==> src/common/frame_video_pkg.sv <==
////////////////////////////////////////
// video and sound widths
// YPbPr weights are over 256
////////////////////////////////////////

package frame_video_pkg;

   localparam int COLORW  = 4;    // native game colour
   localparam int VIDEO_W = 6;    // board side colour
   localparam int VID_LAT = 3;    // input to VIDEO_*_o, cycles
   localparam int SND_W   = 16;

   // luma
   localparam int Y_KR = 77;
   localparam int Y_KG = 150;
   localparam int Y_KB = 29;

   // blue difference
   localparam int PB_KR = -43;
   localparam int PB_KG = -85;
   localparam int PB_KB = 128;

   // red difference
   localparam int PR_KR = 128;
   localparam int PR_KG = -107;
   localparam int PR_KB = -21;

   localparam int CHROMA_MID = 32;  // zero chroma level

endpackage

==> src/audio/frame_sd_dac.sv <==
////////////////////////////////////////
// first order sigma-delta, 1 bit out
// ones per 2^16 cycles equal the
// offset binary sample
////////////////////////////////////////

`timescale 1ns/100ps

module frame_sd_dac (
   input  logic                              clk_sys,
   input  logic                              rst_i,
   input  logic                              snd_signed_i,
   input  logic [frame_video_pkg::SND_W-1:0] pcm_i,
   output logic                              dac_o
);
   import frame_video_pkg::*;

   logic [SND_W-1:0] pcm_ob;
   logic [SND_W:0]   acc_q;    // top bit is the carry of the last add

   // two's complement to offset binary
   assign pcm_ob = {pcm_i[SND_W-1] ^ snd_signed_i, pcm_i[SND_W-2:0]};

   always_ff @(posedge clk_sys) begin
      if (rst_i) begin
         acc_q <= '0;
      end else begin
         acc_q <= {1'b0, acc_q[SND_W-1:0]} + {1'b0, pcm_ob};
      end
   end

   assign dac_o = acc_q[SND_W];

endmodule

==> config.mk <==
export PLATFORM = sky130hd
export DESIGN_NAME = frame_sd_dac
export DESIGN_NICKNAME = d
export VERILOG_FILES = /design/src/common/frame_video_pkg.sv /design/src/audio/frame_sd_dac.sv
export SDC_FILE = /design/constraint.sdc
export NUM_CORES = 1
export LEC_CHECK = 0
export ABC_AREA = 0
export BUFFER_PORTS_ARGS = -buffer_cell sky130_fd_sc_hd__clkbuf_2
export CORE_ASPECT_RATIO = 0.9
export CORE_MARGIN = 1
export CORE_UTILIZATION = 59
export CTS_CLUSTER_DIAMETER = 200
export CTS_CLUSTER_SIZE = 40
export DETAILED_ROUTE_END_ITERATION = 16
export PLACE_DENSITY = 0.86
export SYNTH_ARGS = -nofsm -noshare
export SYNTH_HDL_FRONTEND = slang
export SYNTH_SLANG_ARGS = --single-unit
==> constraint.sdc <==
create_clock -name clk_sys -period 5.2 [get_ports clk_sys]
set_input_delay 0.52 -clock clk_sys [delete_from_list [all_inputs] [get_ports clk_sys]]
set_output_delay 0.52 -clock clk_sys [all_outputs]
set_load 0.03 [all_outputs]
==> run summary <==
Total inserted antenna cells - 0
Fraction of layout cells with a size suffix above 1 - 21.38%
Run status - finished clean
HPWL reported at the end of detailed placement - 1.858 mm
WP data required - 5390 ps
Number of nets in the layout - 182
Area overhead of the layout relative to synthesis - 10.80%
Hold Vio Cnt, Final - 0
Post-CTS setup-driven buffer insertion count - 0
Global placer's final weighted congestion - 0.8229
Top area cells in the synthesized netlist - dfxtp_1, ha_1, xor2_1
Min Clock Period, post-route - 2207 ps
Finished layout cell area - 1284 µm²
Post-route DRC violation count - 0
Total CTS buffers - 3
CTS Sinks - 17
CP max stage delay - 420 ps
Register containing the most flip-flops in the final layout - acc_q
Proportion of synthesized chip area in sequential cells - 29.37%
Cell area power density - 516.8 nW/µm²
Worst-skew pair later-pin latency - 310 ps
Maximum clock insertion buffer count - 2
Cells along the critical path - clkbuf_2 > ha_1 > fa_1 > a21o_1 > a221o_2 > a221oi_2 > xor2_1 > nor2_1
Wire length of the first global-routing pass - 4.209 mm
First-iteration detailed-routing DRC count - 24
Maximum number of pins on one net before global-route repair - 20
Clock Root Buffer - clkbuf_4
Highest achievable clock rate - 453.2 MHz
Leading registers by flop count - acc_q (17)
Post-synthesis area per instance - 9.269 µm²
Final setup viols - 0
Cts repair resizes - 0
Share of Yosys cell area claimed by the top area cell type - 29.37%
Max VDD drop - 0.2683 mV
Initial antenna violation count - 0
Critical Path Start Type - input pin
Worst path slowest cell - fa_1
1st-pass router iterations - 4
Count of H-tree levels built during CTS - 1
Via count normalized by instance count - 6.130
Number of flip-flops under the largest register name - 17
Via total after detailed routing - 1036
IO buf count - 19
Post-layout power - 0.6634 mW
Hold/Removal Path Class - input pin to register
Number of routed nets with antenna violations - 0
TNS Setup - 0 ps
Pre-CTS setup slack - 2673 ps
Total track usage - 25.90%
Leakage power - 0.6512 nW
Final Routed Wirelength - 2.401 mm
Total instance count after detailed placement - 165
Endpoint type of the worst setup path - register
Number of register bits inferred by synthesis - 17
Clock tree from TritonCTS - done
Unrepaired setup endpoints after global routing - false
Count of distinct cell types in the synthesized netlist - 32
Number of slew-limit violations in the final report - 0
Clock transition at the registers of the reported paths - 100 ps
Rel. slew slack - 70.42%
Least setup slack across all paths after layout - 2993 ps
Post-synthesis net count - 161
Worst-path fanout max - 5
Count of standard-cell rows - 14
Count of yosys warnings during synthesis - 0
Final standard cell count with taps included and fillers excluded - 169
Measured slew at the worst slew-check pin - 441.7 ps
Core area - 1752 µm²
Buffers and inverters on the worst path - 1
Worst path top cell family by delay - compound AO/OA/AOI/OAI gates
Post-DR wirelength/cell - 14.21 µm
Die height - 44.04 µm
Area of the die - 2145 µm²
Arrival time at the worst endpoint - 2400 ps
Dominant cell type by area after synthesis - dfxtp_1
Leftover overflow at the end of global routing - 0
Via count of the first global-routing pass - 1001
Die width - 48.71 µm
Critical path class - input pin to register
Starting density of the core - 66.14%
Post-Synthesis Cells - 125
Most frequent standard cell in the layout excluding fill and tap cells - clkbuf_2
Post-synthesis cell area - 1159 µm²
# IOs - 20
Hold-fix buffers at CTS - 0
Max Cap Viol - 0
Portion of the clock cycle consumed by the worst path in the final layout - 42.44%
Leading cell types in the layout, fill and taps excluded - clkbuf_2, dfxtp_1, ha_1, nor2_1, a21oi_1
Skew final - 6.474 ps
Cell area reported after detailed placement - 1257 µm²
==> power breakdown <==
group          switching [mW]  internal, mW  total (mW)
Clock                  0.0447        0.0300      0.0747
Combinational           0.220         0.173       0.393
Sequential             0.0163         0.179       0.196
==> cells by family after synthesis <==
kind of cell	after synthesis	synth area share, %
adders and majority gates	17	19.01
AOI/OAI and AO/OA	38	24.08
muxes	1	0.9719
DFF	17	29.37
xor gates and xnor gates	11	8.316
buffers and inverters	6	3.239
and+or+nand+nor	35	15.01
==> layout make-up <==
cell class	instances	area, µm²
repair buffers	19	95.09
multi-input cells	102	780.7
clock buffers	4	26.28
flip-flops and latches	17	340.3
fillers	138	467.9
well taps	24	30.03
inverters	3	11.26
==> routing by layer <==
metal  wire (µm)  global-route usage, %  vias to the layer above
li1            -                      -                      512
met1        1030                  28.36                      489
met2        1212                  48.61                       28
met3         124                  7.216                        7
met4          33                  9.412                        0
met5           0                      0                        -
==> through the flow <==
step | util, % | hold slack [ps]
floorplan | - | 524.1
global placement | 71.79 | 541.4
detailed placement | 71.79 | 556.8
CTS | 73.29 | 557.8
global route | 73.29 | 562.9
finish | 73.29 | 560.8
==> worst min-delay path, delay by kind of cell <==
| family | cells | cell delay [ps] |
|---|---|---|
| fa+ha+maj | 1 | 110 |
| simple gates | 1 | 110 |
| buf+inv | 1 | 80 |
==> path summary, 6_finish.rpt <==
kind / from / endpoint / cells past startpoint / slack [ps]
hold reg to reg: acc_q[0] / acc_q[0] / 2 / 580
setup / recovery: pcm_i[0] / acc_q[12] / 8 / 2990
hold / removal: pcm_i[0] / acc_q[0] / 3 / 560
setup reg to reg: acc_q[0] / acc_q[12] / 7 / 3000
==> cell usage after synthesis <==
cell type / n
a211oi_1: 2
a21o_1: 8
a21oi_1: 10
a221o_1: 1
a221o_2: 1
a221oi_2: 1
a31o_2: 3
a31oi_1: 3
a32oi_1: 1
a41oi_1: 1
and3_1: 4
and3_2: 3
buf_6: 2
clkbuf_1: 1
dfxtp_1: 17
fa_1: 1
ha_1: 16
inv_1: 3
mux2_2: 1
nand2_1: 4
nand3_1: 2
nand4_1: 2
nor2_1: 13
nor2b_1: 4
nor3_1: 3
o2111a_1: 1
o211ai_1: 2
o21ai_0: 1
o21bai_1: 2
o32ai_1: 1
xnor2_1: 3
xor2_1: 8
Power figures use the tool's default switching activity.
