--- src/common/frame_cfg_pkg.sv ---
////////////////////////////////////////
// register map of the APB config block
// word addresses only, 8 bit address
// all fields reset to zero
////////////////////////////////////////

package frame_cfg_pkg;

   localparam int APB_AW = 8;

   // register select by word address
   typedef enum logic [APB_AW-1:0] {
      REG_CTRL      = 8'h00,
      REG_OSD_POS   = 8'h04,
      REG_OSD_SIZE  = 8'h08,
      REG_OSD_COLOR = 8'h0C
   } frame_reg_e;

   // CTRL bits
   localparam int CTRL_SCAN2X_DIS = 0;
   localparam int CTRL_YPBPR      = 1;
   localparam int CTRL_OSD_EN     = 2;
   localparam int CTRL_SND_SIGNED = 3;

   // beam coordinates, shared by OSD_POS and OSD_SIZE
   localparam int COORD_W = 10;
   localparam int X_LSB   = 0;
   localparam int Y_LSB   = 16;

   // OSD colour fields
   localparam int OSD_CH_W  = 6;
   localparam int OSD_R_LSB = 12;
   localparam int OSD_G_LSB = 6;
   localparam int OSD_B_LSB = 0;
   localparam int OSD_RGB_W = 3 * OSD_CH_W;

endpackage

--- src/design/frame_regs.sv ---
////////////////////////////////////////
// APB slave, no wait states
// bad address gives pslverr, write
// ignored and read returns zero
////////////////////////////////////////

`timescale 1ns/100ps

module frame_regs (
   input  logic                                 clk_sys,
   input  logic                                 rst_i,
   input  logic                                 psel_i,
   input  logic                                 penable_i,
   input  logic                                 pwrite_i,
   input  logic [frame_cfg_pkg::APB_AW-1:0]     paddr_i,
   input  logic [31:0]                          pwdata_i,
   output logic [31:0]                          prdata_o,
   output logic                                 pready_o,
   output logic                                 pslverr_o,
   output logic                                 scan2x_dis_o,
   output logic                                 ypbpr_o,
   output logic                                 osd_en_o,
   output logic                                 snd_signed_o,
   output logic [frame_cfg_pkg::COORD_W-1:0]    osd_x_o,
   output logic [frame_cfg_pkg::COORD_W-1:0]    osd_y_o,
   output logic [frame_cfg_pkg::COORD_W-1:0]    osd_w_o,
   output logic [frame_cfg_pkg::COORD_W-1:0]    osd_h_o,
   output logic [frame_cfg_pkg::OSD_RGB_W-1:0]  osd_rgb_o
);
   import frame_cfg_pkg::*;

   logic [CTRL_SND_SIGNED:0] ctrl_q;
   logic [COORD_W-1:0]       pos_x_q, pos_y_q, size_w_q, size_h_q;
   logic [OSD_RGB_W-1:0]     rgb_q;
   frame_reg_e               reg_sel;
   logic                     addr_ok;
   logic                     access;
   logic [31:0]              rd_data;

   assign access  = psel_i & penable_i;
   assign reg_sel = frame_reg_e'(paddr_i);

   // decode and read-back, unaligned addresses miss every entry
   always_comb begin
      rd_data = '0;
      addr_ok = 1'b1;
      case (reg_sel)
         REG_CTRL: rd_data[CTRL_SND_SIGNED:0] = ctrl_q;
         REG_OSD_POS: begin
            rd_data[X_LSB +: COORD_W] = pos_x_q;
            rd_data[Y_LSB +: COORD_W] = pos_y_q;
         end
         REG_OSD_SIZE: begin
            rd_data[X_LSB +: COORD_W] = size_w_q;
            rd_data[Y_LSB +: COORD_W] = size_h_q;
         end
         REG_OSD_COLOR: rd_data[OSD_RGB_W-1:0] = rgb_q;
         default: addr_ok = 1'b0;
      endcase
   end

   always_ff @(posedge clk_sys) begin
      if (rst_i) begin
         ctrl_q   <= '0;
         pos_x_q  <= '0;
         pos_y_q  <= '0;
         size_w_q <= '0;
         size_h_q <= '0;
         rgb_q    <= '0;
      end else if (access && pwrite_i && addr_ok) begin
         case (reg_sel)
            REG_CTRL: ctrl_q <= pwdata_i[CTRL_SND_SIGNED:0];
            REG_OSD_POS: begin
               pos_x_q <= pwdata_i[X_LSB +: COORD_W];
               pos_y_q <= pwdata_i[Y_LSB +: COORD_W];
            end
            REG_OSD_SIZE: begin
               size_w_q <= pwdata_i[X_LSB +: COORD_W];
               size_h_q <= pwdata_i[Y_LSB +: COORD_W];
            end
            default: rgb_q <= pwdata_i[OSD_RGB_W-1:0];   // REG_OSD_COLOR
         endcase
      end
   end

   assign prdata_o  = access ? rd_data : '0;
   assign pready_o  = 1'b1;
   assign pslverr_o = access & ~addr_ok;

   assign scan2x_dis_o = ctrl_q[CTRL_SCAN2X_DIS];
   assign ypbpr_o      = ctrl_q[CTRL_YPBPR];
   assign osd_en_o     = ctrl_q[CTRL_OSD_EN];
   assign snd_signed_o = ctrl_q[CTRL_SND_SIGNED];
   assign osd_x_o      = pos_x_q;
   assign osd_y_o      = pos_y_q;
   assign osd_w_o      = size_w_q;
   assign osd_h_o      = size_h_q;
   assign osd_rgb_o    = rgb_q;

endmodule

--- config.mk ---
export PLATFORM = sky130hd
export DESIGN_NAME = frame_regs
export DESIGN_NICKNAME = d
export VERILOG_FILES = /design/src/common/frame_cfg_pkg.sv /design/src/design/frame_regs.sv
export SDC_FILE = /design/constraint.sdc
export NUM_CORES = 1
export LEC_CHECK = 0
export ABC_AREA = 1
export BUFFER_PORTS_ARGS = -buffer_cell sky130_fd_sc_hd__buf_2
export CORE_MARGIN = 3
export CORE_UTILIZATION = 48
export CTS_BUF_LIST = sky130_fd_sc_hd__clkbuf_8 sky130_fd_sc_hd__clkbuf_16
export DETAILED_ROUTE_END_ITERATION = 7
export GPL_ROUTABILITY_DRIVEN = 0
export PLACE_DENSITY_LB_ADDON = 0.08
export SETUP_SLACK_MARGIN = 0.4
export SYNTH_ARGS = -nofsm -noshare
export SYNTH_HDL_FRONTEND = slang
export SYNTH_SLANG_ARGS = --single-unit
--- constraint.sdc ---
create_clock -name clk_sys -period 1.7 [get_ports clk_sys]
set_input_delay 0.17 -clock clk_sys [delete_from_list [all_inputs] [get_ports clk_sys]]
set_output_delay 0.17 -clock clk_sys [all_outputs]
set_load 0.005 [all_outputs]
==> flow_summary.rst <==
.. list-table::
   :header-rows: 1

   * - Metric
     - Value
   * - Outcome
     - finished clean
   * - Dominant combinational cell family by area after synthesis
     - simple AND/OR/NAND/NOR gates
   * - # clock sinks
     - 62
   * - Layout net count
     - 645
   * - Commonest cells in the netlist
     - inv_1, nand2_1, dfxtp_1
   * - Number of enable flip-flop cells after synthesis
     - 0
   * - Worst flop-to-flop path startpoint
     - osd_rgb_o[8]$_SDFFE_PP0P_
   * - Critical Path Start
     - paddr_i[6]
   * - Syn Area/Cell
     - 6.99 um2
   * - Area enclosed by the die boundary
     - 7720 um2
   * - Chip width
     - 87.9 um
   * - CP startpoint kind
     - input port
   * - Critical path's top delay family
     - simple AND/OR/NAND/NOR gates
   * - Post-synthesis share of cell area spent on and, or, nand and nor gates
     - 29.0%
   * - Antenna cell count
     - 0
   * - Starting DRT DRC Count
     - 102
   * - Required time at the worst-slack endpoint
     - 1530 ps
   * - Post-Synth Adder-Cell Area
     - 0%
   * - XOR/XNOR share of the synthesized area
     - 0%
   * - Clock tree from TritonCTS
     - yes
   * - Cell-by-cell listing of the critical path
     - buf_6 > nor2_4 > nand2_4 > buf_12 > nor2_8 > buf_12 > nand2_2 > o21ai_2 > nor2_1 > nor2_1 > buf_2
   * - Count of nets left with antenna violations after detail routing
     - 0
   * - Fill cell total of the finished layout
     - 574
   * - Post-synthesis to final-layout area growth
     - 38.5%
   * - Hold Path Cell Cnt
     - 3
   * - Overall overflow remaining after global route
     - 0
   * - Count of endpoints failing hold in the final timing report
     - 0
   * - Post-route fraction of the period consumed by the critical path
     - 85.1%
   * - Vertical extent of the die
     - 87.9 um
   * - Max Clock Skew
     - 0 ps
   * - WL/cell
     - 12.9 um
   * - Final setup margin
     - 253 ps
   * - Biggest fanout along the worst timing path
     - 6
   * - Number of slew-limit violations in the final report
     - 0
   * - Count of different cell masters after synthesis
     - 26
   * - Worst R2R Path Depth
     - 4
   * - Clk root buf
     - clkbuf_8
   * - Synth warn
     - 0
   * - Portion of synthesized cell area occupied by the leading cell type
     - 38.6%
   * - Wire length of the first global-routing pass
     - 13300 um
   * - Count of TritonRoute iterations in the first routing pass
     - 4
   * - Maxcap violations
     - 0
   * - Synth Instances
     - 460
   * - Min-Delay Path Class
     - in2reg
   * - Initial antenna violation count
     - 0
   * - Final Critical Period
     - 1450 ps
   * - Sum of net half-perimeters after detailed placement
     - 6110 um
   * - Hold_buf cts
     - 0
   * - Setup repair after global routing missed its margin
     - yes
   * - Number of cells on the critical path
     - 11
   * - I/O pin cnt
     - 141
   * - Peak supply drop
     - 0.000467 V
   * - Share of synthesized area occupied by flip-flops and latches
     - 38.6%
   * - Core box area
     - 6420 um2
   * - CTS clk-pin slew, worst paths
     - 70 ps
   * - Share of synthesized area spent on multiplexers
     - 0%
   * - Crit path largest cell delay
     - 160 ps
   * - Leak
     - 2.25 nW
   * - Area fraction in compound gates after synthesis
     - 16.6%
   * - Most used flip-flop cell after synthesis
     - dfxtp_1
   * - Pre-CTS setup slack
     - 113 ps
   * - Area contributors post-synth
     - dfxtp_1, inv_1, nand2_1
   * - Detailed-route wire length
     - 8780 um
   * - Critical path class
     - in2out
   * - Flip-flop and latch count after synthesis
     - 62
   * - Slowest cell on the critical path
     - nor2_8
   * - Largest net degree at the start of global routing
     - 38
   * - TritonCTS Buffers
     - 9
   * - Critical Path Sink Type
     - primary output
   * - Post-synth top area cell
     - dfxtp_1
   * - Number of buffers between clock root and the deepest sink
     - 2
   * - Initial Util
     - 50.1%
   * - Data arrival time of the critical path
     - 1280 ps
   * - Share of post-route cells with drive strength above 1
     - 41.0%
   * - Hold Path Origin
     - pwdata_i[15]
   * - DRC
     - 0
   * - Count of port buffers added during placement
     - 127
   * - Final-report setup violation count
     - 0
   * - Worst skew pair latency
     - 320 ps
   * - Async S/R FF share, synth
     - 0%
   * - Row count
     - 29
   * - Most numerous cell in the Yosys netlist
     - inv_1
   * - Setup TNS
     - 0 ps
   * - PD cells
     - 705 nW/um2
   * - Achievable clock frequency
     - 691 MHz
   * - Via-to-Cell Ratio
     - 4.78
   * - Syn Std Cell Area
     - 3220 um2
   * - Buffers plus inverters on the worst setup path
     - 4
   * - Via count
     - 3257
   * - Number of H-tree branching levels
     - 3
   * - GRT Util Overall
     - 22.0%
   * - Via count of the first global-routing pass
     - 2816
metrics by stage:
step	hold slack, ps	power, mW	cells	cell area (um2)	utilization [%]
3_3_place_gp	393	1.65	654	3910	60.9
2_1_floorplan	242	1.58	465	3240	-
5_1_grt	66.6	3.25	682	4460	69.4
6_report	66.8	3.14	682	4460	69.4
3_5_place_dp	404	1.65	654	3910	60.9
4_1_cts	48.4	3.17	676	4280	66.6
cells by family (layout without fill, tap and decap cells):
logic type	count (synthesis)	in the layout
other	2	7
buffers and inverters	112	252
AO/OA/AOI/OAI	106	106
AND/OR/NAND/NOR	178	178
flip-flops	62	62
routing by layer:
metal | track usage [%] | vias to the layer above | share of wire [%] | wire length, um
met5 | 0 | - | 0 | 0
met4 | 8.79 | 0 | 1.2 | 107
met3 | 4.42 | 8 | 5.8 | 508
met2 | 36.8 | 100 | 50 | 4360
met1 | 27.6 | 1460 | 43 | 3810
li1 | - | 1689 | - | -
where the power goes:
| group | switching (mW) | total, mW | internal (mW) | leakage (nW) |
|---|---|---|---|---|
| Combinational | 0.113 | 0.188 | 0.0751 | 1.62 |
| Clock | 0.560 | 1.50 | 0.939 | 0.124 |
| Sequential | 0.000577 | 1.45 | 1.45 | 0.499 |
tightest hold or removal path: stages:
cell	delay (ps)
buf_2	70
nor2_1	30
nor2_1	80
path summary, 6_finish.rpt:
kind	end	slack (ps)
setup / recovery	prdata_o[3]	250
setup reg to reg	osd_rgb_o[8]$_SDFFE_PP0P_	980
hold / removal	osd_rgb_o[15]$_SDFFE_PP0P_	70
hold reg to reg	osd_h_o[5]$_SDFFE_PP0P_	460
cells in the final DEF (no fill, tap or decap), drive strengths merged:
| cell | synthesis | layout |
|---|---|---|
| o21ai | 56 | 56 |
| nand3 | 3 | 3 |
| nor3 | 6 | 6 |
| nand2 | 88 | 88 |
| o211ai | 2 | 2 |
| clkbuf | 11 | 12 |
| conb | 2 | 7 |
| buf | 18 | 152 |
| nor2 | 76 | 76 |
| inv | 83 | 84 |
| nand4 | 5 | 5 |
| clkinv | 0 | 2 |
| a21oi | 48 | 48 |
| dfxtp | 62 | 62 |
| bufinv | 0 | 2 |
cell type report:
type                    count  area, um2  area share [%]
clock inverters             4       68.8            1.54
multi-input cells         291       1590            35.7
flip-flops and latches     62       1240            27.8
repair buffers            152        962            21.6
inverters                  83        324            7.27
well taps                  77       96.3            2.16
repair inverters            1       6.26           0.140
clock buffers              12        165            3.71
registers in the layout, summed over array words and instances (netlist names):
register   flops
osd_h_o       10
osd_w_o       10
ctrl_q         4
osd_x_o       10
osd_y_o       10
osd_rgb_o     18
timing repair:
item,in CTS,in global routing
pin swaps,5,20
resized for setup,18,50
setup buffers,5,5
cloned,1,1
hold endpoints to repair,0,0
endpoints found under the setup margin,27,25
(Power assumes the default switching activity.)
