## config.mk

```make
export PLATFORM = sky130hd
export DESIGN_NAME = frame_osd
export DESIGN_NICKNAME = d
export VERILOG_FILES = /design/src/common/frame_cfg_pkg.sv /design/src/common/frame_video_pkg.sv /design/src/video/frame_osd.sv
export SDC_FILE = /design/constraint.sdc
export NUM_CORES = 1
export LEC_CHECK = 0
export ABC_AREA = 1
export BUFFER_PORTS_ARGS = -buffer_cell sky130_fd_sc_hd__buf_2
export CAP_MARGIN = 40
export CORE_ASPECT_RATIO = 0.5
export CORE_MARGIN = 5
export CORE_UTILIZATION = 31
export DETAILED_ROUTE_END_ITERATION = 8
export PLACE_DENSITY_LB_ADDON = 0.2
export REMOVE_ABC_BUFFERS = 1
export SETUP_SLACK_MARGIN = 0.1
export SYNTH_ARGS = -nofsm -noshare
export SYNTH_HDL_FRONTEND = slang
export SYNTH_SLANG_ARGS = --single-unit
```

## constraint.sdc

```tcl
create_clock -name clk_sys -period 5.7 [get_ports clk_sys]
set_clock_uncertainty 0.1 [all_clocks]
set_input_delay 1.425 -clock clk_sys [delete_from_list [all_inputs] [get_ports clk_sys]]
set_output_delay 1.425 -clock clk_sys [all_outputs]
set_load 0.02 [all_outputs]
```

## src/common/frame_cfg_pkg.sv

```systemverilog
////////////////////////////////////////
// register map of the APB config block
// word addresses only, 8 bit address
// all fields reset to zero
////////////////////////////////////////

package frame_cfg_pkg;

   localparam int APB_AW = 8;

   // register select by word address
   typedef enum logic [APB_AW-1:0] {
      REG_CTRL      = 8'h00,
      REG_OSD_POS   = 8'h04,
      REG_OSD_SIZE  = 8'h08,
      REG_OSD_COLOR = 8'h0C
   } frame_reg_e;

   // CTRL bits
   localparam int CTRL_SCAN2X_DIS = 0;
   localparam int CTRL_YPBPR      = 1;
   localparam int CTRL_OSD_EN     = 2;
   localparam int CTRL_SND_SIGNED = 3;

   // beam coordinates, shared by OSD_POS and OSD_SIZE
   localparam int COORD_W = 10;
   localparam int X_LSB   = 0;
   localparam int Y_LSB   = 16;

   // OSD colour fields
   localparam int OSD_CH_W  = 6;
   localparam int OSD_R_LSB = 12;
   localparam int OSD_G_LSB = 6;
   localparam int OSD_B_LSB = 0;
   localparam int OSD_RGB_W = 3 * OSD_CH_W;

endpackage

```

## src/common/frame_video_pkg.sv

```systemverilog
////////////////////////////////////////
// video and sound widths
// YPbPr weights are over 256
////////////////////////////////////////

package frame_video_pkg;

   localparam int COLORW  = 4;    // native game colour
   localparam int VIDEO_W = 6;    // board side colour
   localparam int VID_LAT = 3;    // input to VIDEO_*_o, cycles
   localparam int SND_W   = 16;

   // luma
   localparam int Y_KR = 77;
   localparam int Y_KG = 150;
   localparam int Y_KB = 29;

   // blue difference
   localparam int PB_KR = -43;
   localparam int PB_KG = -85;
   localparam int PB_KB = 128;

   // red difference
   localparam int PR_KR = 128;
   localparam int PR_KG = -107;
   localparam int PR_KB = -21;

   localparam int CHROMA_MID = 32;  // zero chroma level

endpackage

```

## src/video/frame_osd.sv

```systemverilog
////////////////////////////////////////
// video stage 2, OSD window blend
// counters follow hs and vs high pulses
// blend is c/2 + osd/2, truncated
////////////////////////////////////////

`timescale 1ns/100ps

module frame_osd (
   input  logic                                  clk_sys,
   input  logic                                  rst_i,
   input  logic                                  osd_en_i,
   input  logic [frame_cfg_pkg::COORD_W-1:0]     osd_x_i,
   input  logic [frame_cfg_pkg::COORD_W-1:0]     osd_y_i,
   input  logic [frame_cfg_pkg::COORD_W-1:0]     osd_w_i,
   input  logic [frame_cfg_pkg::COORD_W-1:0]     osd_h_i,
   input  logic [frame_cfg_pkg::OSD_RGB_W-1:0]   osd_rgb_i,
   input  logic [frame_video_pkg::VIDEO_W-1:0]   r_i,
   input  logic [frame_video_pkg::VIDEO_W-1:0]   g_i,
   input  logic [frame_video_pkg::VIDEO_W-1:0]   b_i,
   input  logic                                  hs_i,
   input  logic                                  vs_i,
   output logic [frame_video_pkg::VIDEO_W-1:0]   r_o,
   output logic [frame_video_pkg::VIDEO_W-1:0]   g_o,
   output logic [frame_video_pkg::VIDEO_W-1:0]   b_o,
   output logic                                  hs_o,
   output logic                                  vs_o
);
   import frame_cfg_pkg::*;
   import frame_video_pkg::*;

   logic [COORD_W-1:0] h_q, v_q;
   logic [COORD_W-1:0] h_cur, v_cur;
   logic               hs_rise;
   logic               in_win;

   function automatic logic [VIDEO_W-1:0] blend(input logic [VIDEO_W-1:0] c,
                                                input logic [OSD_CH_W-1:0] o);
      return (c >> 1) + (o >> 1);
   endfunction

   assign hs_rise = hs_i & ~hs_o;     // hs_o holds last cycle's hs
   assign h_cur   = hs_i ? '0 : h_q + 1'b1;
   assign v_cur   = vs_i ? '0 : (hs_rise ? v_q + 1'b1 : v_q);

   // end of window one bit wider, no wrap
   assign in_win = osd_en_i &&
                   ({1'b0, h_cur} >= {1'b0, osd_x_i}) &&
                   ({1'b0, h_cur} <  {1'b0, osd_x_i} + {1'b0, osd_w_i}) &&
                   ({1'b0, v_cur} >= {1'b0, osd_y_i}) &&
                   ({1'b0, v_cur} <  {1'b0, osd_y_i} + {1'b0, osd_h_i});

   always_ff @(posedge clk_sys) begin
      if (rst_i) begin
         h_q  <= '0;
         v_q  <= '0;
         r_o  <= '0;
         g_o  <= '0;
         b_o  <= '0;
         hs_o <= 1'b0;
         vs_o <= 1'b0;
      end else begin
         h_q  <= h_cur;
         v_q  <= v_cur;
         hs_o <= hs_i;
         vs_o <= vs_i;
         if (in_win) begin
            r_o <= blend(r_i, osd_rgb_i[OSD_R_LSB +: OSD_CH_W]);
            g_o <= blend(g_i, osd_rgb_i[OSD_G_LSB +: OSD_CH_W]);
            b_o <= blend(b_i, osd_rgb_i[OSD_B_LSB +: OSD_CH_W]);
         end else begin
            r_o <= r_i;
            g_o <= g_i;
            b_o <= b_i;
         end
      end
   end

endmodule

```

==> results.json <==
{
  "outcome": "finished clean",
  "first_global_vias": 3884,
  "cts.path.max_buffers": 2,
  "final_max_slew_viol_count": 0,
  "nets": 868,
  "path_cells": "buf_2 -> inv_2 -> nor2_4 -> nand2_2 -> nor2_1 -> nand3_1 -> nor2_1 -> nand2_1 -> inv_1 -> a21oi_1 -> nor3_1 -> ha_1 -> nand2_1 -> nor2_1 -> o211ai_1 -> o2111ai_1 -> nand2_1 -> clkinv_1 -> nand3_1 -> nand2_1 -> nor2_1",
  "cts_hold_buf": 0,
  "path_buf_inv": 4,
  "ant_nets": 0,
  "gr-usage-all-layers": 0.129,
  "core_um2": 13400,
  "synth_mux_area_frac": 0,
  "die_h_um": 92.4,
  "num_rows": 30,
  "ys_seq_elements": 40,
  "ys_types": 35,
  "end_kind": "flip-flop",
  "cts_made_buffers": 5,
  "ff2ff_path_depth": 19,
  "synth_xor_area_frac": 0.0499,
  "clk_pin_slew_worst_paths_ns": 0.06,
  "irDropWorstVdd_mv": 0.138,
  "rsz0062_at_grt": "false",
  "layout.cells.non_filler": 883,
  "min_period_over_period": 0.831,
  "slowest_delay_ns": 0.45,
  "h-tree-depth": 2,
  "synth_fa_ha_area_frac": 0.247,
  "critical_path_class": "in2reg",
  "setup_slack_ns": 0.964,
  "vias": 4001,
  "ff2ff_setup_slack_ns": 2.19,
  "clk_latency_ns": 0.29,
  "hold_viol_final": 0,
  "netlist_instances": 613,
  "area.sequential_um2": 801,
  "final.min_clock_period_ns": 4.74,
  "drive_gt1_frac": 0.181,
  "crit_start": "hs_i",
  "synth-compound-area-share": 0.106,
  "slew_headroom": 0.610,
  "crit_family": "simple AND/OR/NAND/NOR gates",
  "fill_cells": 1466,
  "synth_top_family_by_area": "simple AND/OR/NAND/NOR gates",
  "antenna_found_initial": 0,
  "worst-endpoint-required_ns": 5.83,
  "post_drt_wl_per_cell_um": 11.6,
  "grt_max_degree": 24,
  "initial_core_util": 0.313,
  "overflow": 0,
  "place.gp.congestion": 0.797,
  "syn_area_um2": 4210,
  "p_leak_nw": 2.67,
  "n_antenna_cell": 0,
  "avgSynthCellArea_um2": 6.87,
  "fmax_ghz": 0.211,
  "maxCapViolCount": 0,
  "clock-sinks": 40,
  "port_buffers": 97,
  "tns_ns": 0,
  "hp-class": "reg2reg",
  "place_inst": 876,
  "slowest_stage": "clkinv_1",
  "synthSimpleGateAreaFrac": 0.308,
  "pre_cts_ws_ns": 0.617,
  "cts_resized": 0,
  "hpwlAfterDp_um": 8410,
  "crit_cells": 21,
  "ys_seq_area_frac": 0.190,
  "first_pass_iters": 6,
  "vias_per_cell": 4.53,
  "powerDensity_nw_per_um2": 173,
  "multiInputGateArea_um2": 2990,
  "setup_viol_count_final": 0,
  "area_delta_synth_final_pct": 18.9,
  "rr_endpoint": "r_o[5]$_SDFF_PP0_",
  "drt_iter0_drc": 183,
  "worst_pin_slew_ns": 0.581,
  "cp_max_fo": 21,
  "endpoint": "r_o[5]$_SDFF_PP0_",
  "cts_root_buffer": "clkbuf_16",
  "die-area_um2": 16200,
  "arrival_ns": 4.86,
  "post_cts_buffers": 0,
  "wl_um": 10300,
  "ios": 101,
  "grt_pass1_wl_um": 17600,
  "die_x_um": 175,
  "r2r-start": "hs_o$_SDFF_PP0_",
  "ys_warn_count": 0,
  "cts_tree": "yes",
  "start_kind": "primary input",
  "drc_errors": 0
}
[cells by family after synthesis]
| family | count (synthesis) |
|---|---|
| DFF | 40 |
| buffers and inverters | 105 |
| and+or+nand+nor | 287 |
| AOI/OAI and AO/OA | 77 |
| xor gates and xnor gates | 24 |
| adders and majority gates | 80 |
[flip-flops by register name, summed over array words and instances (netlist names)]
name and flops:
b_o 6, g_o 6, r_o 6, v_q 10, h_q 10, vs_o 1
hs_o 1
[cell usage after synthesis (all sizes together)]
library cell / number / area (um2)
a21o: 3 / 22.5
a21oi: 43 / 219
a31oi: 7 / 43.8
buf: 6 / 47.5
clkbuf: 4 / 15.0
clkinv: 3 / 11.3
dfxtp: 40 / 801
fa: 5 / 100
ha: 75 / 938
inv: 92 / 345
nand2: 116 / 453
nand3: 37 / 200
nand4: 5 / 43.8
nor2: 88 / 368
nor3: 21 / 105
nor3b: 1 / 7.51
nor4: 17 / 106
o2111ai: 3 / 26.3
o211ai: 2 / 15.0
o21a: 5 / 37.5
o21ai: 9 / 45.0
o21bai: 4 / 30.0
o22ai: 1 / 6.26
or2: 2 / 12.5
xnor2: 4 / 35.0
xor2: 20 / 175
[routing by layer]
metal	vias up	wire length, um	track usage
met4	0	65	0.0229
met5	-	0	0
met3	5	409	0.0294
li1	2209	-	-
met2	55	4670	0.219
met1	1732	5110	0.171
[cell type report]
cell class / count / share of cell area
repair buffers: 97 / 0.0970
clock buffers: 7 / 0.0305
well taps: 176 / 0.0440
multi-input cells: 468 / 0.597
inverters: 95 / 0.0712
flip-flops and latches: 40 / 0.160
[worst min-delay path by stage]
stage                       from                 to  slack [ns]  depth (start not counted)
6_report       h_q[2]$_SDFF_PP0_  h_q[2]$_SDFF_PP0_        0.46                          2
5_1_grt        v_q[4]$_SDFF_PP0_  v_q[4]$_SDFF_PP0_        0.50                          2
4_1_cts        v_q[1]$_SDFF_PP0_  v_q[1]$_SDFF_PP0_        0.46                          2
3_5_place_dp   v_q[1]$_SDFF_PP0_  v_q[1]$_SDFF_PP0_        0.45                          2
3_3_place_gp   v_q[4]$_SDFF_PP0_  v_q[4]$_SDFF_PP0_        0.45                          2
2_1_floorplan  v_q[1]$_SDFF_PP0_  v_q[1]$_SDFF_PP0_        0.43                          2
[stage by stage]
| stage | total power, mW | hold slack, ns | area, um2 | util |
|---|---|---|---|---|
| CTS | 0.883 | 0.463 | 5010 | 0.373 |
| detailed placement | 0.574 | 0.454 | 4850 | 0.361 |
| floorplan | 0.488 | 0.426 | 4150 | - |
| finish | 0.866 | 0.458 | 5010 | 0.373 |
| global route | 0.939 | 0.496 | 5010 | 0.373 |
| global placement | 0.571 | 0.454 | 4850 | 0.361 |
[power by group]
group	switching (mW)	internal (mW)
clock	0.115	0.184
combinational	0.162	0.113
sequential	0.00328	0.288
[worst register-to-register path, stage by stage (launching register included)]
cell	delay, ns
dfxtp_1	0.34
nor2_4	0.16
nand2_2	0.07
nor2_1	0.19
nand3_1	0.17
nor2_1	0.12
nand2_1	0.05
inv_1	0.08
a21oi_1	0.08
nor3_1	0.28
ha_1	0.30
nand2_1	0.13
nor2_1	0.09
o211ai_1	0.10
o2111ai_1	0.20
nand2_1	0.11
clkinv_1	0.45
nand3_1	0.26
nand2_1	0.07
nor2_1	0.11
[layout by cell type (no fill, tap or decap), drive strengths merged, types with 3 or more instances in the layout]
cell / Yosys / routed
dfxtp: 40 / 40
xnor2: 4 / 4
xor2: 20 / 20
o21a: 5 / 5
nand4: 5 / 5
inv: 92 / 92
nand3: 37 / 37
a31oi: 7 / 7
nand2: 116 / 116
a21o: 3 / 3
nor4: 17 / 17
a21oi: 43 / 43
clkinv: 3 / 3
buf: 6 / 97
o21bai: 4 / 4
ha: 75 / 75
o2111ai: 3 / 3
fa: 5 / 5
o21ai: 9 / 9
clkbuf: 4 / 7
nor3: 21 / 21
nor2: 88 / 88
Power figures use the tool's default switching activity.
