`src/common/frame_video_pkg.sv`:
```
////////////////////////////////////////
// video and sound widths
// YPbPr weights are over 256
////////////////////////////////////////

package frame_video_pkg;

   localparam int COLORW  = 4;    // native game colour
   localparam int VIDEO_W = 6;    // board side colour
   localparam int VID_LAT = 3;    // input to VIDEO_*_o, cycles
   localparam int SND_W   = 16;

   // luma
   localparam int Y_KR = 77;
   localparam int Y_KG = 150;
   localparam int Y_KB = 29;

   // blue difference
   localparam int PB_KR = -43;
   localparam int PB_KG = -85;
   localparam int PB_KB = 128;

   // red difference
   localparam int PR_KR = 128;
   localparam int PR_KG = -107;
   localparam int PR_KB = -21;

   localparam int CHROMA_MID = 32;  // zero chroma level

endpackage

```
`src/video/frame_src_sel.sv`:
```
////////////////////////////////////////
// video stage 1, stream select
// game colour widened by replication
////////////////////////////////////////

`timescale 1ns/100ps

module frame_src_sel (
   input  logic                                clk_sys,
   input  logic                                rst_i,
   input  logic                                scan2x_dis_i,
   input  logic [frame_video_pkg::COLORW-1:0]  game_r_i,
   input  logic [frame_video_pkg::COLORW-1:0]  game_g_i,
   input  logic [frame_video_pkg::COLORW-1:0]  game_b_i,
   input  logic                                game_hs_i,
   input  logic                                game_vs_i,
   input  logic [frame_video_pkg::VIDEO_W-1:0] scan_r_i,
   input  logic [frame_video_pkg::VIDEO_W-1:0] scan_g_i,
   input  logic [frame_video_pkg::VIDEO_W-1:0] scan_b_i,
   input  logic                                scan_hs_i,
   input  logic                                scan_vs_i,
   output logic [frame_video_pkg::VIDEO_W-1:0] r_o,
   output logic [frame_video_pkg::VIDEO_W-1:0] g_o,
   output logic [frame_video_pkg::VIDEO_W-1:0] b_o,
   output logic                                hs_o,
   output logic                                vs_o
);
   import frame_video_pkg::*;

   // msb first, repeating from the top bit again
   function automatic logic [VIDEO_W-1:0] widen(input logic [COLORW-1:0] c);
      logic [VIDEO_W-1:0] w;
      for (int i = 0; i < VIDEO_W; i++) begin
         w[VIDEO_W-1-i] = c[COLORW-1-(i % COLORW)];
      end
      return w;
   endfunction

   always_ff @(posedge clk_sys) begin
      if (rst_i) begin
         r_o  <= '0;
         g_o  <= '0;
         b_o  <= '0;
         hs_o <= 1'b0;
         vs_o <= 1'b0;
      end else if (scan2x_dis_i) begin   // native 15 kHz
         r_o  <= widen(game_r_i);
         g_o  <= widen(game_g_i);
         b_o  <= widen(game_b_i);
         hs_o <= game_hs_i;
         vs_o <= game_vs_i;
      end else begin
         r_o  <= scan_r_i;
         g_o  <= scan_g_i;
         b_o  <= scan_b_i;
         hs_o <= scan_hs_i;
         vs_o <= scan_vs_i;
      end
   end

endmodule

```
`config.mk`:
```
export PLATFORM = sky130hd
export DESIGN_NAME = frame_src_sel
export DESIGN_NICKNAME = d
export VERILOG_FILES = /design/src/common/frame_video_pkg.sv /design/src/video/frame_src_sel.sv
export SDC_FILE = /design/constraint.sdc
export NUM_CORES = 1
export LEC_CHECK = 0
export BUFFER_PORTS_ARGS = -buffer_cell sky130_fd_sc_hd__buf_2
export CAP_MARGIN = 20
export CORE_MARGIN = 1.5
export CORE_UTILIZATION = 35
export DETAILED_ROUTE_END_ITERATION = 8
export HOLD_SLACK_MARGIN = 0.02
export PLACE_DENSITY_LB_ADDON = 0.1
export SKIP_LAST_GASP = 1
export SLEW_MARGIN = 20
export SYNTH_ARGS = -nofsm -noshare
export SYNTH_HDL_FRONTEND = slang
export SYNTH_SLANG_ARGS = --single-unit
```
`constraint.sdc`:
```
create_clock -name clk_sys -period 1 [get_ports clk_sys]
set_input_delay 0.15 -clock clk_sys [delete_from_list [all_inputs] [get_ports clk_sys]]
set_output_delay 0.15 -clock clk_sys [all_outputs]
set_load 0.03 [all_outputs]
```
==> reports/metrics.yaml, run 1 <==
outcome:
  outcome: "finished clean"
timing:
  setup-tns-final_ns: 0
  grt_setup_unrepaired: "false"
  hold_viol_final: 0
  final-max-slew-violation-count: 0
  max-slew-margin-rel: 0.772
  setup_viol_count_final: 0
  final_min_period_over_clock_period: 0.964
  fmaxAchievable_mhz: 1040
  whs_ns: 0.0675
  post-route-worst-setup-slack_ns: 0.0357
  finalCriticalPeriod_ns: 0.964
  timing_worst_slew_pin_value_ns: 0.342
synthesis:
  dominantRegCellSynth: "dfxtp_1"
  yosysMostFrequentCell: "dfxtp_1"
  yosys.area.top_type_share: 0.559
  post_synth_inst_count: 71
  synth.avg_cell_area_um2: 10.1
  synth.yosys.warnings: 0
  synth.top_cells.by_area: "dfxtp_1, mux2i_1, nand2b_1, a21oi_1, nor2_1"
  yosys.cell_types.count: 10
  synth_commonest_cells: "dfxtp_1, a21oi_1, nand2b_1, mux2i_1, nor2_1"
  synth-edff-count: 0
  synthesis.area_um2: 716
  syn_nets: 108
  postSynthRegisterBits: 20
  synthArstFlopShare: 0
  netlist.top_cell.by_area: "dfxtp_1"
  synth_seq_area_share: 0.559
pwr:
  power.leakage_nw: 0.567
  cell_internal_pwr_mw: 1.40
  net-switching-power_uw: 459
  share_seq_of_total_power: 0.462
  p_clk_frac: 0.354
  total_power_mw: 1.86
  power_switching_share: 0.247
  ir_worst_vdd_v: 0.00101
  combinationalPowerShare: 0.184
  powerDensity_mw_per_mm2: 1720
placed_design:
  weighted_congestion_reported_at_the_end_of_routability_driven_placement: 0.634
  port_buffers: 56
  dp_hpwl_mm: 1.05
  worst_slack_at_placement_ns: 0.200
  place.detailed.instances: 150
  detailed_place.area_mm2: 0.00100
job:
  cap_viol_max_count: 0
detailed_routing:
  wl_per_cell_um: 9.14
  num_vias: 648
  routed_via_density: 4.21
  antenna_left: 0
  drc: 0
  initialDrtViolationCount: 1
  wire_length_reported_by_the_detailed_router_mm: 1.41
  detail_route.first_pass.iterations: 2
worst_setup_path:
  timing.critical_path.slowest_stage_cell: "dfxtp_1"
  crit_path_required_time_ns: 0.85
  critical_path_buf_inv_count: 1
  chain_of_cells_forming_the_critical_path: "buf_2"
  critical_path.startpoint_type: "register"
  cp_top_family: "flip-flops"
  crit_path_end_kind: "output pin"
  critical_path_class: "reg -> out"
  crit_arrival_ns: 0.81
  largest_stage_delay_worst_path_ns: 0.33
  crit_path_max_fanout: 1
clock_tree:
  clock_tree_from_tritoncts: "built"
  tritoncts.num_buffers: 3
  cts_setup_buffers: 0
  clkTransAtPathRegs_ns: 0.12
  max-clock-path-buffers: 2
  cts-hold-fix-buffers: 0
  ctsHtreeMaxLevel: 1
  cts.sinks: 20
  cts_root_buf: "clkbuf_4"
final_layout:
  finish.utilization: 0.559
  multi_input_comb_area_um2: 268
  final_cells: 154
  fin_nets: 165
  fin_area_mm2: 0.00108
  antennaDiodeCount: 0
  areaGrowthSynthToFinish_pct: 51.6
  post_route_cells_drive_above_1_share: 0.480
  filler_cell_count: 184
  layout.area.seq_um2: 400
grt:
  grt_pass1_wl_mm: 2.03
  global_route.usage.total: 0.128
  pin_count_of_the_biggest_net_entering_global_routing: 27
  grt_antenna_before_repair: 0
  grt_remaining_overflow: 0
  first_global_vias: 497
floorplanning:
  rows: 16
  die_area_mm2: 0.00233
  initial_core_util: 0.369
  die_h_um: 48.2
  io-pin-count: 57
  die_x_um: 48.2
  core_area_mm2: 0.00194
min_path:
  timing.hold.worst.class: "in -> reg"
-- registers in the layout (all words and copies together) (netlist names) --
signal / flops
hs_o: 1
r_o: 6
vs_o: 1
b_o: 6
g_o: 6
-- power groups by stage --
stage                     clock, mW  combinational (mW)  sequential, mW
after global routing          0.705               0.377           0.866
final                         0.659               0.343           0.860
after CTS                     0.675               0.332           0.859
after floorplan                   0               0.101           0.986
after global placement            0               0.326           0.876
after detailed placement          0               0.331           0.877
-- worst min-delay path: stages --
cell	delay, ns
buf_2	0.07
mux2i_1	0.05
nor2_1	0.07
-- layout make-up --
| class | count | area share |
|---|---|---|
| Sequential cell | 20 | 0.369 |
| Multi-Input combinational cell | 46 | 0.247 |
| Clock inverter | 1 | 0.0277 |
| Timing Repair Buffer | 57 | 0.304 |
| Tap cell | 27 | 0.0311 |
| Clock buffer | 3 | 0.0208 |
-- final timing paths --
check                  from      to  slack [ns]  cells after the start
setup / recovery     g_o[1]  g_o[1]        0.04                      1
hold / removal    scan_hs_i    hs_o        0.07                      3
-- logic make-up after synthesis --
family,after synthesis,share of synthesized area
buf+inv,5,0.0664
mux,8,0.112
flops,20,0.559
simple gates,26,0.178
compound gates,12,0.0839
-- cells in the final DEF (no fill, tap or decap), drive strengths merged --
master   n
nand2    6
dfxtp   20
a21oi   12
clkbuf   5
buf     55
nor2     8
nand2b  12
bufinv   1
mux2i    8
-- per-layer routing --
layer  up-vias  track usage  share of wire
met2        31        0.203           0.49
met5         -            0              0
li1        341            -              -
met3         2       0.0481          0.096
met1       274        0.145           0.41
met4         0       0.0811         0.0085
-- repair_timing --
item,4_1_cts,5_1_grt
endpoints found under the hold margin,0,0
resized for setup,0,22
setup endpoints to repair,0,12
Note: power is estimated with default switching activity, not from simulation.
==> inputs of run 2 (changes only) <==
BUFFER_PORTS_ARGS = -buffer_cell sky130_fd_sc_hd__clkbuf_2   (was -buffer_cell sky130_fd_sc_hd__buf_2)
==> run 2 against run 1 <==
Compared with the run above:
- wire length grew 0.14%
- maximum frequency grew 1.0%
- worst hold slack gained 0.015 ns
- first-iteration DRC count is the same
- setup slack gained 0.0096 ns
- non-clock buffer count is the same
- global-route usage shrank 0.34 points
- combinational power shrank 3%
- critical path depth is the same
- sequential power is essentially flat
- core utilization shrank 2.7 points
- critical path type unchanged
- largest cell class unchanged
- highest routed layer is now met3
==> reports/metrics.yaml, run 2 (synthesis gave the netlist of run 1 again) <==
outcome:
  outcome: "finished clean"
timing:
  grt_setup_unrepaired: "true"
  timing_worst_slew_pin_value_ns: 0.381
  setup_viol_count_final: 0
  max-slew-margin-rel: 0.746
  final_min_period_over_clock_period: 0.955
  fmaxAchievable_mhz: 1050
  final-max-slew-violation-count: 0
  finalCriticalPeriod_ns: 0.955
  hold_viol_final: 0
clock_tree:
  clock_tree_from_tritoncts: "built"
  max-clock-path-buffers: 2
  tritoncts.num_buffers: 3
  cts_setup_buffers: 0
  cts.sinks: 20
  ctsHtreeMaxLevel: 1
  cts-hold-fix-buffers: 0
  cts_resized: 0
  cts_root_buf: "clkbuf_4"
  clkTransAtPathRegs_ns: 0.10
worst_setup_path:
  crit_path_max_fanout: 1
  crit_path_required_time_ns: 0.85
  critical_path_buf_inv_count: 1
  critical_path_class: "reg -> out"
  crit_arrival_ns: 0.80
  crit_path_end_kind: "output pin"
  setup.worst_path.start: "hs_o"
  worst-path-stages: 1
  chain_of_cells_forming_the_critical_path: "buf_2"
  critical_path.startpoint_type: "register"
  cp_top_family: "flip-flops"
  timing.critical_path.slowest_stage_cell: "dfxtp_1"
  largest_stage_delay_worst_path_ns: 0.33
floorplanning:
  die_x_um: 48.2
  io-pin-count: 57
  die_area_mm2: 0.00233
  rows: 16
  core_area_mm2: 0.00194
  initial_core_util: 0.369
  die_h_um: 48.2
detailed_routing:
  wl_per_cell_um: 9.21
  num_vias: 636
  drc: 0
  routed_via_density: 4.16
  detail_route.first_pass.iterations: 3
  initialDrtViolationCount: 1
  wire_length_reported_by_the_detailed_router_mm: 1.41
  antenna_left: 0
pwr:
  power.leakage_nw: 0.555
  total_power_mw: 1.55
  ir_worst_vdd_v: 0.000725
  powerDensity_mw_per_mm2: 1500
grt:
  grt_remaining_overflow: 0
  global_route.usage.total: 0.125
  grt_antenna_before_repair: 0
  grt_pass1_wl_mm: 2.04
  first_global_vias: 519
  pin_count_of_the_biggest_net_entering_global_routing: 27
min_path:
  timing.hold.worst.class: "in -> reg"
  min_from: "scan_vs_i"
  hold_path_stages: 3
final_layout:
  most-common-layout-cells: "clkbuf_2, dfxtp_1, nand2b_1, a21oi_1"
  antennaDiodeCount: 0
  leading_cell_type_in_the_layout_fill_and_taps_excluded: "clkbuf_2"
  reg.largest.list: "b_o x6, g_o x6, r_o x6"
  fin_area_mm2: 0.00103
  areaGrowthSynthToFinish_pct: 44.2
  post_route_cells_drive_above_1_share: 0.476
  fin_nets: 165
  filler_cell_count: 206
placed_design:
  detailed_place.area_mm2: 0.00100
  dp_hpwl_mm: 1.09
  weighted_congestion_reported_at_the_end_of_routability_driven_placement: 0.628
  port_buffers: 56
job:
  cap_viol_max_count: 0
run 2: changes by cell type in the layout (fill, tap and decap cells not counted):
cell	change
buf_4	-8
bufinv_16	-1
clkbuf_4	-1
buf_2	-36
clkbuf_2	+45
run 2: final cells by class:
| type | instances | area, um^2 | area share |
|---|---|---|---|
| sequential | 20 | 400 | 0.388 |
| timing repair buffer | 57 | 308 | 0.298 |
| multi-input combinational | 46 | 268 | 0.259 |
| tap | 27 | 33.8 | 0.0327 |
| clock buffer | 3 | 22.5 | 0.0218 |
run 2: report_power, final:
part | switching, mW | internal [mW]
Combinational | 0.194 | 0.137
Sequential | 0.0113 | 0.848
Clock | 0.217 | 0.140
Total | 0.423 | 1.12
run 2: per-layer routing:
metal	part of all wire	wire length, um	GRT usage	vias to the layer above
met1	0.43	612	0.159	265
met4	0	0	0.0649	0
met3	0.064	90	0.0333	0
met5	0	0	0	-
li1	-	-	-	342
met2	0.50	707	0.192	29
run 2: worst paths after layout:
path / end / slack (ns)
max: hs_o / 0.05
min: vs_o / 0.08
run 2: metrics by stage:
| stage | util | cells | hold WS, ns | TNS [ns] | setup WS (ns) |
|---|---|---|---|---|---|
| after global placement | 0.516 | 150 | 0.379 | 0 | 0.208 |
| after global routing | 0.532 | 153 | 0.0738 | -0.0109 | -0.0109 |
| after detailed placement | 0.516 | 150 | 0.387 | 0 | 0.194 |
| after CTS | 0.528 | 153 | 0.0762 | 0 | 0.0233 |
| final | 0.532 | 153 | 0.0825 | 0 | 0.0453 |
| after floorplan | - | 71 | 0.294 | 0 | 0.265 |
==> inputs of run 3 (changes only) <==
ABC_AREA = 1   (was not set)
REMOVE_ABC_BUFFERS = 1   (was not set)
==> run 3 against run 2 <==
Compared with the run above:
- die area down 6.6%
- power up 5.5%
- final cell count rose by 7.8%
- first-iteration DRC count rose to 11 times the previous value
- synthesized area shrank 7.0%
- combinational power down 2%
- synthesized cell count rose by 13%
- worst hold slack worse by 0.0089 ns
- maximum frequency fell by 0.59%
- non-clock buffer count increased by 3
==> reports/metrics.yaml, run 3 <==
outcome:
  outcome: "finished clean"
worst_setup_path:
  cp_top_family: "flip-flops"
  chain_of_cells_forming_the_critical_path: "clkbuf_2"
  critical_path_class: "reg -> out"
  crit_path_end_kind: "output pin"
  crit_path_required_time_ns: 0.85
  setup.worst_path.start: "r_o[3]"
  crit_arrival_ns: 0.81
  crit_path_max_fanout: 1
  critical_path_buf_inv_count: 1
  worst-path-stages: 1
  critical_path.startpoint_type: "register"
  largest_stage_delay_worst_path_ns: 0.33
  timing.critical_path.slowest_stage_cell: "dfxtp_1"
detailed_routing:
  initialDrtViolationCount: 11
  detail_route.first_pass.iterations: 4
  antenna_left: 0
  drc: 0
  routed_via_density: 4.28
  wl_per_cell_um: 9.33
  wire_length_reported_by_the_detailed_router_mm: 1.54
  num_vias: 706
placed_design:
  dp_hpwl_mm: 1.22
  detailed_place.area_um2: 977
  port_buffers: 56
  weighted_congestion_reported_at_the_end_of_routability_driven_placement: 0.645
synthesis:
  synth_commonest_cells: "dfxtp_1, nand2_1, nor2_1, a21oi_1, o21ai_0"
  yosysMostFrequentCell: "dfxtp_1"
  synth.top_cells.by_area: "dfxtp_1, nand2_1, a21oi_1, nor2_1, o21ai_0"
  post_synth_inst_count: 80
  synthArstFlopShare: 0
  dominantRegCellSynth: "dfxtp_1"
  netlist.top_cell.by_area: "dfxtp_1"
  yosys.area.top_type_share: 0.602
  synthesis.area_um2: 666
  synth-edff-count: 0
  yosys.cell_types.count: 9
  synth.avg_cell_area_um2: 8.32
  postSynthRegisterBits: 20
  synth_seq_area_share: 0.602
  synth.yosys.warnings: 0
timing:
  max-slew-margin-rel: 0.886
  grt_setup_unrepaired: "true"
  hold_viol_final: 0
  final-max-slew-violation-count: 0
  timing_worst_slew_pin_value_ns: 0.172
  setup_viol_count_final: 0
  finalCriticalPeriod_ns: 0.960
  fmaxAchievable_mhz: 1040
  setup-tns-final_ns: 0
  final_min_period_over_clock_period: 0.960
final_layout:
  fin_nets: 178
  antennaDiodeCount: 0
  leading_cell_type_in_the_layout_fill_and_taps_excluded: "clkbuf_2"
  areaGrowthSynthToFinish_pct: 52.6
  reg.largest.list: "b_o x6, g_o x6, r_o x6"
  post_route_cells_drive_above_1_share: 0.457
  most-common-layout-cells: "clkbuf_2, dfxtp_1, nand2_1"
  fin_area_mm2: 0.00102
  finish.utilization: 0.576
pwr:
  powerDensity_mw_per_mm2: 1610
  power.leakage_nw: 0.560
  total_power_mw: 1.63
  ir_worst_vdd_v: 0.000938
min_path:
  min_from: "scan_g_i[5]"
  hold_path_stages: 3
  timing.hold.worst.class: "in -> reg"
floorplanning:
  rows: 15
  die_x_um: 46.6
  initial_core_util: 0.377
  core_area_mm2: 0.00176
  io-pin-count: 57
  die_h_um: 46.6
  die_area_mm2: 0.00217
clock_tree:
  clkTransAtPathRegs_ns: 0.10
  clock_tree_from_tritoncts: "built"
  cts_setup_buffers: 0
  cts_root_buf: "clkbuf_4"
  ctsHtreeMaxLevel: 1
  cts.sinks: 20
  max-clock-path-buffers: 2
  tritoncts.num_buffers: 3
grt:
  global_route.usage.total: 0.141
  grt_pass1_wl_mm: 2.11
  groute.layer.met2.usage: 0.222
  grt_antenna_before_repair: 0
  pin_count_of_the_biggest_net_entering_global_routing: 13
  grt_remaining_overflow: 0
  groute.layer.met3.usage: 0.0431
  peak_usage_layer_in_the_global_routing_report: "met2"
  globalRouteMet1Util: 0.166
  first_global_vias: 566
job:
  cap_viol_max_count: 0
[run 3: per-stage QoR]
| stage | setup WS [ns] | cells | hold WS, ns |
|---|---|---|---|
| floorplan | 0.292 | 76 | 0.219 |
| global placement | 0.198 | 161 | 0.377 |
| detailed placement | 0.179 | 161 | 0.381 |
| CTS | 0.0169 | 165 | 0.0628 |
| global route | -0.00581 | 165 | 0.0668 |
| finish | 0.0397 | 165 | 0.0736 |
[run 3: layout make-up]
| class | instances | area, um^2 |
|---|---|---|
| inverter | 2 | 7.51 |
| timing repair buffer | 60 | 313 |
| fill | 176 | 748 |
| clock buffer | 4 | 36.3 |
| multi-input combinational | 54 | 228 |
| tap | 25 | 31.3 |
| sequential | 20 | 400 |
[run 3: report_power, final]
| part | internal [mW] | switching (mW) |
|---|---|---|
| Clock | 0.222 | 0.225 |
| Combinational | 0.124 | 0.203 |
| Sequential | 0.849 | 0.0115 |
| Total | 1.19 | 0.439 |
[run 3: final timing paths]
path	to	slack, ns
worst max-delay path	r_o[3]	0.04
worst min-delay path	g_o[5]	0.07
[run 3: repair_timing]
action	CTS	global route
hold buffers	0	0
gates resized for setup	0	12
endpoints found under the setup margin	0	11
[run 3: cell families (layout without fill, tap and decap cells)]
group | count (synthesis) | in the layout | share of synthesized area
AOI/OAI and AO/OA | 20 | 20 | 0.150
buffers and inverters | 6 | 66 | 0.0564
DFF | 20 | 20 | 0.601
and+or+nand+nor | 34 | 34 | 0.192
[run 3: per-layer routing]
metal,wire length (um),vias up
li1,-,375
met1,684,289
met2,677,38
met3,154,4
met4,22,0
met5,0,-
